===== config.mk =====
export PLATFORM = sky130hd
export DESIGN_NAME = mem_stage_fsm
export DESIGN_NICKNAME = d
export VERILOG_FILES = /design/src/mem_pkg.sv /design/src/mem_stage_fsm.sv
export SDC_FILE = /design/constraint.sdc
export NUM_CORES = 1
export LEC_CHECK = 0
export BUFFER_PORTS_ARGS = -buffer_cell sky130_fd_sc_hd__buf_4
export CAP_MARGIN = 10
export CORE_MARGIN = 10
export CORE_UTILIZATION = 39
export CTS_BUF_LIST = sky130_fd_sc_hd__clkbuf_16
export DETAILED_ROUTE_END_ITERATION = 6
export GPL_TIMING_DRIVEN = 0
export PLACE_DENSITY = 0.78
export SETUP_SLACK_MARGIN = 0.1
export SLEW_MARGIN = 20
export SYNTH_ARGS = -nofsm -noshare
export SYNTH_HDL_FRONTEND = slang
export SYNTH_SLANG_ARGS = --single-unit

===== constraint.sdc =====
create_clock -name clk -period 2.1 [get_ports clk]
set_input_delay 0.105 -clock clk [delete_from_list [all_inputs] [get_ports clk]]
set_output_delay 0.105 -clock clk [all_outputs]
set_load 0.01 [all_outputs]

===== src/mem_pkg.sv =====
`default_nettype none

package mem_pkg;

    localparam int XLEN = 32;

    typedef logic [XLEN-1:0] uint_x;
    typedef logic [31:0]     addr_t;

    localparam addr_t ADDR_NONE = '1; // no reservation held

    typedef enum logic [1:0] {
        MEN_X,
        MEN_L,
        MEN_S,
        MEN_A  // atomic
    } mem_sel_e;

    // also the write mask code on the bus
    typedef enum logic [1:0] {
        SIZE_B,
        SIZE_H,
        SIZE_W
    } mem_size_e;

    typedef enum logic {
        OP_SIGNED,
        OP_UNSIGNED
    } sign_sel_e;

    typedef enum logic [3:0] {
        ASEL_LR,
        ASEL_SC,
        ASEL_AMO_SWAP,
        ASEL_AMO_ADD,
        ASEL_AMO_XOR,
        ASEL_AMO_AND,
        ASEL_AMO_OR,
        ASEL_AMO_MIN,
        ASEL_AMO_MAX
    } aext_sel_e;

    typedef logic [3:0] trap_cause_t;

    localparam trap_cause_t CAUSE_LOAD_ACCESS_FAULT      = 4'd5;
    localparam trap_cause_t CAUSE_STORE_AMO_ACCESS_FAULT = 4'd7;

    typedef struct packed {
        mem_sel_e  mem_wen;
        mem_size_e mem_size;
        sign_sel_e sign_sel;
        aext_sel_e a_sel;
    } mem_ctrl_t;

    typedef struct packed {
        logic        valid;
        trap_cause_t cause;
    } trap_info_t;

    typedef struct packed {
        logic      valid;
        logic      wen;
        addr_t     addr;
        uint_x     wdata;
        mem_size_e wmask;
    } cache_req_t;

    typedef struct packed {
        logic  valid;
        logic  error;
        uint_x rdata;
    } cache_resp_t;

endpackage

`default_nettype wire


===== src/mem_stage_fsm.sv =====
`default_nettype none

module mem_stage_fsm (
    input  wire                       clk,
    input  wire                       reset,
    input  wire                       valid,
    input  wire                       is_new,
    input  wire mem_pkg::trap_info_t  trapinfo,
    input  wire mem_pkg::mem_ctrl_t   ctrl,
    input  wire mem_pkg::addr_t       alu_out,
    input  wire mem_pkg::uint_x       rs2_data,
    input  wire mem_pkg::uint_x       amo_wdata,
    input  wire mem_pkg::cache_resp_t dresp,
    input  wire                       ready,
    output mem_pkg::cache_req_t       dreq,
    output mem_pkg::uint_x            saved_rdata,
    output logic                      sc_succeeded,
    output mem_pkg::trap_info_t       next_trapinfo,
    output logic                      is_stall
);
    import mem_pkg::*;

    typedef enum logic [1:0] {IDLE, WAIT_READY, WAIT_RVALID, WAIT_WVALID} state_e;

    state_e   state;
    logic     executed;
    mem_sel_e cur_cmd;       // MEN_S during the amo write phase
    addr_t    reserved_addr;
    logic     resp_error;

    logic     done;
    mem_sel_e cmd;
    logic     is_store;
    logic     is_amo_rmw;
    logic     store_class;

    assign done = executed && !is_new;
    assign cmd  = done ? MEN_X : mem_sel_e'(state != IDLE ? cur_cmd : ctrl.mem_wen);

    assign is_store    = cmd == MEN_S || (cmd == MEN_A && ctrl.a_sel == ASEL_SC);
    assign is_amo_rmw  = ctrl.mem_wen == MEN_A && ctrl.a_sel != ASEL_LR && ctrl.a_sel != ASEL_SC;
    assign store_class = !(ctrl.mem_wen == MEN_L || (ctrl.mem_wen == MEN_A && ctrl.a_sel == ASEL_LR));

    assign is_stall = valid && (state != IDLE || cmd != MEN_X);

    always_comb begin
        dreq.valid = state == WAIT_READY && valid && cmd != MEN_X;
        dreq.wen   = is_store;
        dreq.addr  = alu_out;
        dreq.wdata = is_amo_rmw ? amo_wdata : rs2_data;
        dreq.wmask = ctrl.mem_size;
    end

    always_comb begin
        if (ctrl.mem_wen == MEN_X) begin
            next_trapinfo = trapinfo; // not a memory op
        end else begin
            next_trapinfo.valid = resp_error;
            if (!resp_error)
                next_trapinfo.cause = '0;
            else if (store_class)
                next_trapinfo.cause = CAUSE_STORE_AMO_ACCESS_FAULT;
            else
                next_trapinfo.cause = CAUSE_LOAD_ACCESS_FAULT;
        end
    end

    always_ff @(posedge clk) begin
        if (state == WAIT_RVALID && dresp.valid)
            saved_rdata <= dresp.rdata;
    end

    always_ff @(posedge clk) begin
        if (reset) begin
            state         <= IDLE;
            executed      <= 1'b0;
            cur_cmd       <= MEN_X;
            reserved_addr <= ADDR_NONE;
            sc_succeeded  <= 1'b0;
            resp_error    <= 1'b0;
        end else if (!valid) begin
            state    <= IDLE;
            executed <= 1'b0;
            cur_cmd  <= MEN_X;
        end else begin
            if (is_new)
                executed <= 1'b0;
            case (state)
                IDLE: begin
                    if (cmd != MEN_X) begin
                        cur_cmd    <= cmd;
                        resp_error <= 1'b0;
                        state      <= WAIT_READY;
                        if (cmd == MEN_A && ctrl.a_sel == ASEL_SC) begin
                            reserved_addr <= ADDR_NONE; // sc always drops it
                            sc_succeeded  <= reserved_addr == alu_out;
                            if (reserved_addr != alu_out) begin
                                state    <= IDLE; // fails without touching memory
                                executed <= 1'b1;
                            end
                        end else if (cmd == MEN_A && ctrl.a_sel == ASEL_LR) begin
                            reserved_addr <= alu_out;
                        end
                    end
                end
                WAIT_READY: begin
                    if (ready)
                        state <= is_store ? WAIT_WVALID : WAIT_RVALID;
                end
                WAIT_RVALID: begin
                    if (dresp.valid) begin
                        resp_error <= dresp.error;
                        if (is_amo_rmw && !dresp.error) begin
                            cur_cmd <= MEN_S; // write back the amo result
                            state   <= WAIT_READY;
                        end else begin
                            state    <= IDLE;
                            executed <= 1'b1;
                        end
                    end
                end
                WAIT_WVALID: begin
                    if (dresp.valid) begin
                        resp_error <= dresp.error;
                        state      <= IDLE;
                        executed   <= 1'b1;
                    end
                end
                default: state <= IDLE;
            endcase
        end
    end

endmodule

`default_nettype wire


==> flow_summary.ini, run 1 <==
[logic_synthesis]
ys_types = 47
synth_edf_count = 32
netlist.top_cell.by_area = edfxtp_1
synth_nets = 515
ys_seq_area_share_pct = 44.19
syn-cell-area_um2 = 3941
synthTopCellsByArea = edfxtp_1, dfxtp_1, mux2_2
ys_ff_latch = 71
synth.top_cell.area_share_pct = 24.38
ys.flop_type = dfxtp_1
synth_common_cells = dfxtp_1, nor2_1, buf_4
syn-instance-count = 366
async_reset_ff_share_pct = 0
yosysMostFrequentCell = dfxtp_1
avgSynthCellArea_um2 = 10.77
synth_warnings = 0

[sta]
finalSetupViolCount = 0
fin_crit_ns = 1.932
fin_hold_ws_ns = 0.03733
slew_viol_final = 0
hold_viol_final = 0
tightestPinTransition_ns = 0.6873
fin_crit_sh_pct = 91.99
grt_setup_unrepaired = yes
relSlewSlack_pct = 54.18
skew_ns = 0.004483
fmax_mhz = 517.6

[drt]
drc = 0
antenna_left = 0
wl_per_cell_um = 17.83
drt_first_pass_iters = 4
vias_per_cell = 4.797
vias = 3852
initialDrtViolationCount = 145
routed_wl_um = 14320

[pwr]
p_seq_share_pct = 39.1
cellPowerDensity_nw_per_um2 = 564.2
vdd_drop_max_mv = 0.4776
power.total_mw = 3.754
power_frac_comb_pct = 20.7
sw_frac_of_total_pct = 23.89
cellLeakagePower_nw = 3.022
clock_power_share_pct = 40.2
p_int_mw = 2.857
power.switching_mw = 0.8969

[setup_path]
critical_path_required_ns = 2.00
worstPathArrival_ns = 1.83
startpoint_type = register
critPathKind = reg -> out
worst_setup_path_end_kind = output port
regToRegSetupSlack_ns = 0.20
cp_max_fo = 8

[final_layout]
drive_gt1_share_pct = 56.72
regArea_um2 = 1742
multi_input_area_um2 = 1826
fillers = 759
antenna_cells = 0
num-nets-final = 814
area_growth_pct = 68.83

[die]
io_pins = 256
rows = 36
coreArea_um2 = 9819
die-area_um2 = 14530
chipHeight_um = 120.5
die_width_um = 120.5
initial_core_util_pct = 40.14

[worst_hold_path]
hold_path_class = in -> reg

[run]
drv_cap = 0

[global_routing]
grt_overflow_total = 0
grt_max_degree = 33
grtUsageTotal_pct = 18.15
grt_pass1_wl_um = 21410
grt_pass1_vias = 4157
antenna_found_initial = 0

[cts]
clock_latency_ns = 0.33
numCtsBuffers = 9
h-tree-depth = 3
cts_tree = built
cts_sinks = 71
cts_max_path_buffers = 2
clkTransAtPathRegs_ns = 0.06
cts-root-buf = clkbuf_16

[placed_design]
port-buffer-count = 251
hpwl_um = 11130
gp_congestion = 0.8948

[status]
status = finished clean
## cell families after synthesis
| family | count (synthesis) | synth area share, % |
|---|---|---|
| AO/OA/AOI/OAI | 60 | 13.37 |
| AND/OR/NAND/NOR | 110 | 15.90 |
| buffers and inverters | 59 | 9.778 |
| multiplexers | 34 | 9.651 |
| XOR/XNOR | 32 | 7.111 |
| flip-flops | 71 | 44.19 |
## power by group through the flow
stage,combinational (mW),clock (mW),sequential (mW)
after floorplan,0.285,0,1.50
after global routing,0.829,1.61,1.47
after detailed placement,0.715,0,1.50
after global placement,0.704,0,1.50
final,0.777,1.51,1.47
after CTS,0.769,1.54,1.47
## state kept, by name, summed over array words and instances (netlist names)
name           cells
cur_cmd            2
executed           1
reserved_addr     32
resp_error         1
saved_rdata       32
sc_succeeded       1
state              2
## per-stage QoR
stage                     setup WS [ns]  TNS [ns]  area, µm²  utilization [%]  std cells
final                            0.1681         0       6654            67.76        803
after global routing            0.09096         0       6654            67.76        803
after CTS                        0.1283         0       6614            67.35        798
after detailed placement       -0.01589   -0.4428       5993            61.03        750
after global placement          0.01545         0       5993            61.03        750
after floorplan                  0.3140         0       3943                -        366
## cells in the final DEF, fill, tap and decap left out, types with 2 or more instances in the layout
cell type and instances:
o21bai_1 22, and2_4 2, o311ai_2 2, nor2b_1 2, clkinvlp_4 2, a21o_1 3, a31oi_1 2, xor2_1 32
inv_1 5, o311ai_0 2, dfxtp_1 39, nand3_1 2, nor2_1 37, nor3_1 24, a21oi_1 4, buf_6 3
mux2_2 32, nand2b_1 5, o21ai_0 4, clkbuf_1 10, edfxtp_1 32, mux2i_1 2, o21bai_2 10, nand2_1 2
nor4_1 8, buf_2 5, dlygate4sd3_1 32, or4_1 3, clkbuf_16 9, buf_4 291, nand4_1 4, nor3_2 11
nand3b_1 3
## final timing paths
path	startpoint	endpoint	cells past startpoint
worst max-delay path	state[0]$_SDFFE_PP0P_	dreq[66]	7
worst min-delay path	alu_out[4]	reserved_addr[4]$_SDFFE_PP1P_	3
worst max register to register	state[0]$_SDFFE_PP0P_	reserved_addr[20]$_SDFFE_PP1P_	5
worst min register to register	sc_succeeded$_SDFFE_PP0P_	sc_succeeded$_SDFFE_PP0P_	2
## critical path: stages (launching register included)
cell and delay [ns]:
dfxtp_1 0.51, nor2_4 0.10, buf_4 0.15, mux2i_1 0.12, o21ai_1 0.26, inv_1 0.09, buf_4 0.14, buf_4 0.14
## per-layer routing
metal | global-route usage [%] | share of wire, % | vias to the layer above
met5 | 0 | 0 | -
li1 | - | - | 1882
met1 | 19.15 | 39 | 1792
met4 | 4.977 | 1.0 | 0
met3 | 6.701 | 8.1 | 12
met2 | 33.11 | 52 | 166
## layout make-up
class | instances | share of cell area (%)
sequential | 71 | 26.18
inverter | 4 | 0.2256
multi-input combinational | 237 | 27.44
clock inverter | 7 | 1.109
clock buffer | 9 | 3.385
buffer | 55 | 5.585
timing repair buffer | 287 | 33.58
tap | 133 | 2.501
## timing repair
action / CTS / global route
resized for setup: 1 / 4
setup buffers: 0 / 4
endpoints found under the hold margin: 32 / 0
hold buffers: 32 / 0
setup endpoints to repair: 32 / 34
pin swaps: 0 / 2
gates cloned: 0 / 1
(Power assumes the default switching activity.)
==> run 2, diff against run 1 <==
--- a/config.mk
+++ b/config.mk
@@ -12,7 +12,7 @@
 export CTS_BUF_LIST = sky130_fd_sc_hd__clkbuf_16
 export DETAILED_ROUTE_END_ITERATION = 6
 export GPL_TIMING_DRIVEN = 0
-export PLACE_DENSITY = 0.78
+export PLACE_DENSITY = 0.85
 export SETUP_SLACK_MARGIN = 0.1
 export SLEW_MARGIN = 20
 export SYNTH_ARGS = -nofsm -noshare
==> flow_summary.ini, run 2 (same netlist as run 1, synthesis figures left out) <==
[die]
coreArea_um2 = 9819
rows = 36
die-area_um2 = 14530
chipHeight_um = 120.5
die_width_um = 120.5
io_pins = 256
initial_core_util_pct = 40.14

[setup_path]
cp_cell_sequence = buf_4 > o311ai_2 > buf_2 > mux2_2 > buf_4
critical_path_required_ns = 2.00
r2r_end = reserved_addr[7]$_SDFFE_PP1P_
cp_max_fo = 10
regToRegSetupSlack_ns = 0.24
r2r-start = executed$_SDFF_PP0_
startpoint_type = primary input
reg2regPathDepth = 6
cp_top_family = buffers and inverters
worst_setup_path_end_kind = output port
worstPathArrival_ns = 1.78
cpMostUsedCell = buf_4
cp_num_buf_inv = 3
crit_slowest_cell = o311ai_2
critPathKind = in -> out
cpPeakStageDelay_ns = 0.64

[final_layout]
fillers = 793
multi_input_area_um2 = 1826
fin_util_pct = 67.27
layout_common_cells = buf_4, nor2_1, dfxtp_1
largestRegisters = reserved_addr (32), saved_rdata (32)
num-nets-final = 810
regArea_um2 = 1744
stdcell_area_um2 = 6605
antenna_cells = 0
final_common_cell = buf_4
drive_gt1_share_pct = 56.91
area_growth_pct = 67.59

[status]
status = finished clean

[sta]
grt_setup_unrepaired = no
tightestPinTransition_ns = 0.7586
fin_ws_ns = 0.2168
slew_viol_final = 0
fin_hold_ws_ns = 0.04420
skew_ns = 0.009059
hold_viol_final = 0
relSlewSlack_pct = 49.42
finalSetupViolCount = 0
fin_crit_sh_pct = 89.67
fmax_mhz = 531.0
fin_crit_ns = 1.883

[drt]
wl_per_cell_um = 18.43
vias_per_cell = 4.930
antenna_left = 0
vias = 3939
initialDrtViolationCount = 256
drt_first_pass_iters = 4
drc = 0
routed_wl_um = 14730

[worst_hold_path]
min_to = reserved_addr[10]$_SDFFE_PP1P_
whs_path_depth = 3
hp-start = alu_out[10]
hold_path_class = in -> reg

[pwr]
cellLeakagePower_nw = 3.002
vdd_drop_max_mv = 0.3001
cellPowerDensity_nw_per_um2 = 550.9
power.total_mw = 3.638

[global_routing]
grtUsageTotal_pct = 18.72
grt_max_degree = 33
grt_overflow_total = 0
grt_pass1_wl_um = 21990
antenna_found_initial = 0
grt_pass1_vias = 4261

[placed_design]
place_area_um2 = 5993
dp_slack_ns = -0.04656
port-buffer-count = 251
gp_congestion = 0.8681
hpwl_um = 11450

[cts]
cts_tree = built
clkTransAtPathRegs_ns = 0.06
clock_latency_ns = 0.32
h-tree-depth = 3
cts-root-buf = clkbuf_16
cts_max_path_buffers = 2
numCtsBuffers = 9
cts_sinks = 71
postCtsSetupBuffers = 0

[run]
drv_cap = 0
[run 2: per-layer routing]
layer,global-route usage (%),up-vias,share of wire (%)
met5,0,-,0
met4,5.656,0,2.0
met3,6.701,23,8.1
met2,33.11,188,51
met1,20.54,1852,39
li1,-,1876,-
[run 2: area by class of cell]
| cell class | count | share of cell area (%) |
|---|---|---|
| plain buffers | 55 | 5.626 |
| clock buffers | 9 | 3.410 |
| clock inverters | 7 | 0.7956 |
| inverters | 4 | 0.2273 |
| multi-input cells | 237 | 27.64 |
| flip-flops and latches | 71 | 26.41 |
| well taps | 133 | 2.519 |
| repair buffers | 283 | 33.38 |
[run 2: worst reg2reg max path, delay by kind of cell, from the launching register on]
family          cells  cell delay, ns
simple gates        2            0.19
compound gates      2            0.82
buf+inv             2            0.48
flops               1            0.30
[run 2: metrics by stage]
step,TNS (ns),std cells
finish,0,799
global route,0,799
CTS,0,798
detailed placement,-1.426,750
global placement,0,750
floorplan,0,366
[run 2: how the worst max path moves through the flow]
stage | slack [ns] | depth (start not counted) | endpoint | startpoint
6_report | 0.22 | 5 | dreq[32] | ctrl[1]
5_1_grt | 0.11 | 5 | dreq[32] | ctrl[1]
3_5_place_dp | -0.05 | 4 | saved_rdata[6]$_DFFE_PP_ | state[1]$_SDFFE_PP0P_
3_3_place_gp | 0.004 | 4 | saved_rdata[8]$_DFFE_PP_ | state[1]$_SDFFE_PP0P_
2_1_floorplan | 0.31 | 4 | saved_rdata[0]$_DFFE_PP_ | state[1]$_SDFFE_PP0P_
4_1_cts | 0.12 | 6 | dreq[66] | state[1]$_SDFFE_PP0P_
[run 2: where the power goes]
group / switching, mW / internal (mW)
clock: 0.587 / 0.810
combinational: 0.301 / 0.473
sequential: 0.0114 / 1.46
[run 2: what timing repair did]
action / CTS / global route
hold buffers: 32 / 0
pin swaps: 0 / 1
resized for setup: 1 / 6
setup endpoints to repair: 32 / 34
gates cloned: 0 / 1
endpoints found under the hold margin: 32 / 0
==> run 3, diff against run 2 <==
--- a/config.mk
+++ b/config.mk
@@ -10,8 +10,10 @@
 export CORE_MARGIN = 10
 export CORE_UTILIZATION = 39
 export CTS_BUF_LIST = sky130_fd_sc_hd__clkbuf_16
+export CTS_CLUSTER_SIZE = 8
 export DETAILED_ROUTE_END_ITERATION = 6
 export GPL_TIMING_DRIVEN = 0
+export HOLD_SLACK_MARGIN = 0.06
 export PLACE_DENSITY = 0.85
 export SETUP_SLACK_MARGIN = 0.1
 export SLEW_MARGIN = 20
==> flow_summary.ini, run 3 (same netlist as run 1, synthesis figures left out) <==
[drt]
initialDrtViolationCount = 298
vias = 4083
routed_wl_um = 15320
vias_per_cell = 4.979
antenna_left = 0
wl_per_cell_um = 18.68
drt_first_pass_iters = 5
drc = 0

[sta]
fin_hold_ws_ns = 0.06660
relSlewSlack_pct = 49.97
slew_viol_final = 0
finalSetupViolCount = 0
hold_viol_final = 0
fin_crit_ns = 1.890
skew_ns = 0.006826
tightestPinTransition_ns = 0.7504
fmax_mhz = 529.1
fin_crit_sh_pct = 90.01
grt_setup_unrepaired = no

[cts]
clkTransAtPathRegs_ns = 0.06
cts_tree = built
cts_sinks = 71
numCtsBuffers = 9
postCtsSetupBuffers = 0
clock_latency_ns = 0.32
cts_max_path_buffers = 2
h-tree-depth = 3
cts-root-buf = clkbuf_16

[die]
rows = 36
chipHeight_um = 120.5
io_pins = 256
coreArea_um2 = 9819
die-area_um2 = 14530
initial_core_util_pct = 40.14
die_width_um = 120.5

[placed_design]
port-buffer-count = 251
dp_cells = 750
gp_congestion = 0.8681
hpwl_um = 11450

[setup_path]
regToRegSetupSlack_ns = 0.24
cpMostUsedCell = buf_4
critPathKind = in -> out
cp_num_buf_inv = 3
worstPathArrival_ns = 1.79
crit_slowest_cell = o311ai_2
cp_cell_sequence = buf_4 > o311ai_2 > buf_2 > mux2_2 > buf_4
worst_setup_path_end_kind = output port
startpoint_type = primary input
critical_path_required_ns = 2.00
cp_top_family = compound AO/OA/AOI/OAI gates
cp_max_fo = 10
cpPeakStageDelay_ns = 0.65

[final_layout]
fin_cells = 820
drive_gt1_share_pct = 55.17
layout_common_cells = buf_4, dlygate4sd3_1, nor2_1, dfxtp_1
final_common_cell = buf_4
largestRegisters = reserved_addr (32), saved_rdata (32)
fin_util_pct = 69.41
area_growth_pct = 72.92
antenna_cells = 0
num-nets-final = 831
fillers = 753

[pwr]
cellPowerDensity_nw_per_um2 = 539.8
vdd_drop_max_mv = 0.2987
cellLeakagePower_nw = 3.090

[status]
status = finished clean

[global_routing]
grt_overflow_total = 0
grt_max_degree = 33
antenna_found_initial = 0
grt_pass1_wl_um = 22980
grtUsageTotal_pct = 19.63
grt_pass1_vias = 4397

[run]
drv_cap = 0

[worst_hold_path]
hold_path_class = in -> reg
-- run 3: cell types whose count changed in the layout (fill, tap and decap cells not counted) --
cell           change
dlygate4sd3_1     +21
-- run 3: worst paths after layout --
kind / startpoint / endpoint / depth (start not counted)
setup / recovery: ctrl[1] / dreq[32] / 5
hold / removal: alu_out[26] / reserved_addr[26]$_SDFFE_PP1P_ / 3
setup reg to reg: state[0]$_SDFFE_PP0P_ / reserved_addr[9]$_SDFFE_PP1P_ / 5
hold reg to reg: resp_error$_SDFFE_PP0P_ / resp_error$_SDFFE_PP0P_ / 2
-- run 3: timing repair --
action,CTS,global route
resized for setup,1,6
cloned,0,1
endpoints found under the setup margin,32,35
hold buffers,53,0
pin swaps,0,1
hold endpoints to repair,53,0
-- run 3: metal layers --
layer  share of wire, %  GRT usage [%]  vias up
li1                   -              -     1922
met1                 38          21.21     1927
met2                 51          35.02      200
met3                8.2          6.933       34
met4                2.4          6.259        0
met5                  0              0        -
-- run 3: worst min-delay path, stage by stage --
cell and delay (ns):
buf_4 0.10, nor3_1 0.05, o21bai_1 0.10
-- run 3: layout make-up --
| class | instances | area [µm²] | share of cell area, % |
|---|---|---|---|
| clock inverters | 7 | 52.55 | 0.7711 |
| repair buffers | 304 | 2415 | 35.43 |
| multi-input cells | 237 | 1826 | 26.79 |
| flip-flops and latches | 71 | 1744 | 25.59 |
| plain buffers | 55 | 371.6 | 5.453 |
| well taps | 133 | 166.4 | 2.442 |
| inverters | 4 | 15.01 | 0.2203 |
| clock buffers | 9 | 225.2 | 3.305 |
-- run 3: through the flow --
stage / TNS [ns] / power, mW / worst slack [ns] / instance area [µm²]
final: 0 / 3.679 / 0.2098 / 6815
after CTS: 0 / 3.709 / 0.1219 / 6803
after global routing: 0 / 3.831 / 0.1066 / 6815
after detailed placement: -1.426 / 2.217 / -0.04656 / 5993
after floorplan: 0 / 1.781 / 0.3140 / 3943
after global placement: 0 / 2.201 / 0.003989 / 5993
-- run 3: power by group --
| part | leakage, nW | internal (mW) | total (mW) | switching, mW |
|---|---|---|---|---|
| clock | 0.137 | 0.811 | 1.40 | 0.590 |
| combinational | 2.35 | 0.499 | 0.811 | 0.312 |
| sequential | 0.605 | 1.46 | 1.47 | 0.0115 |
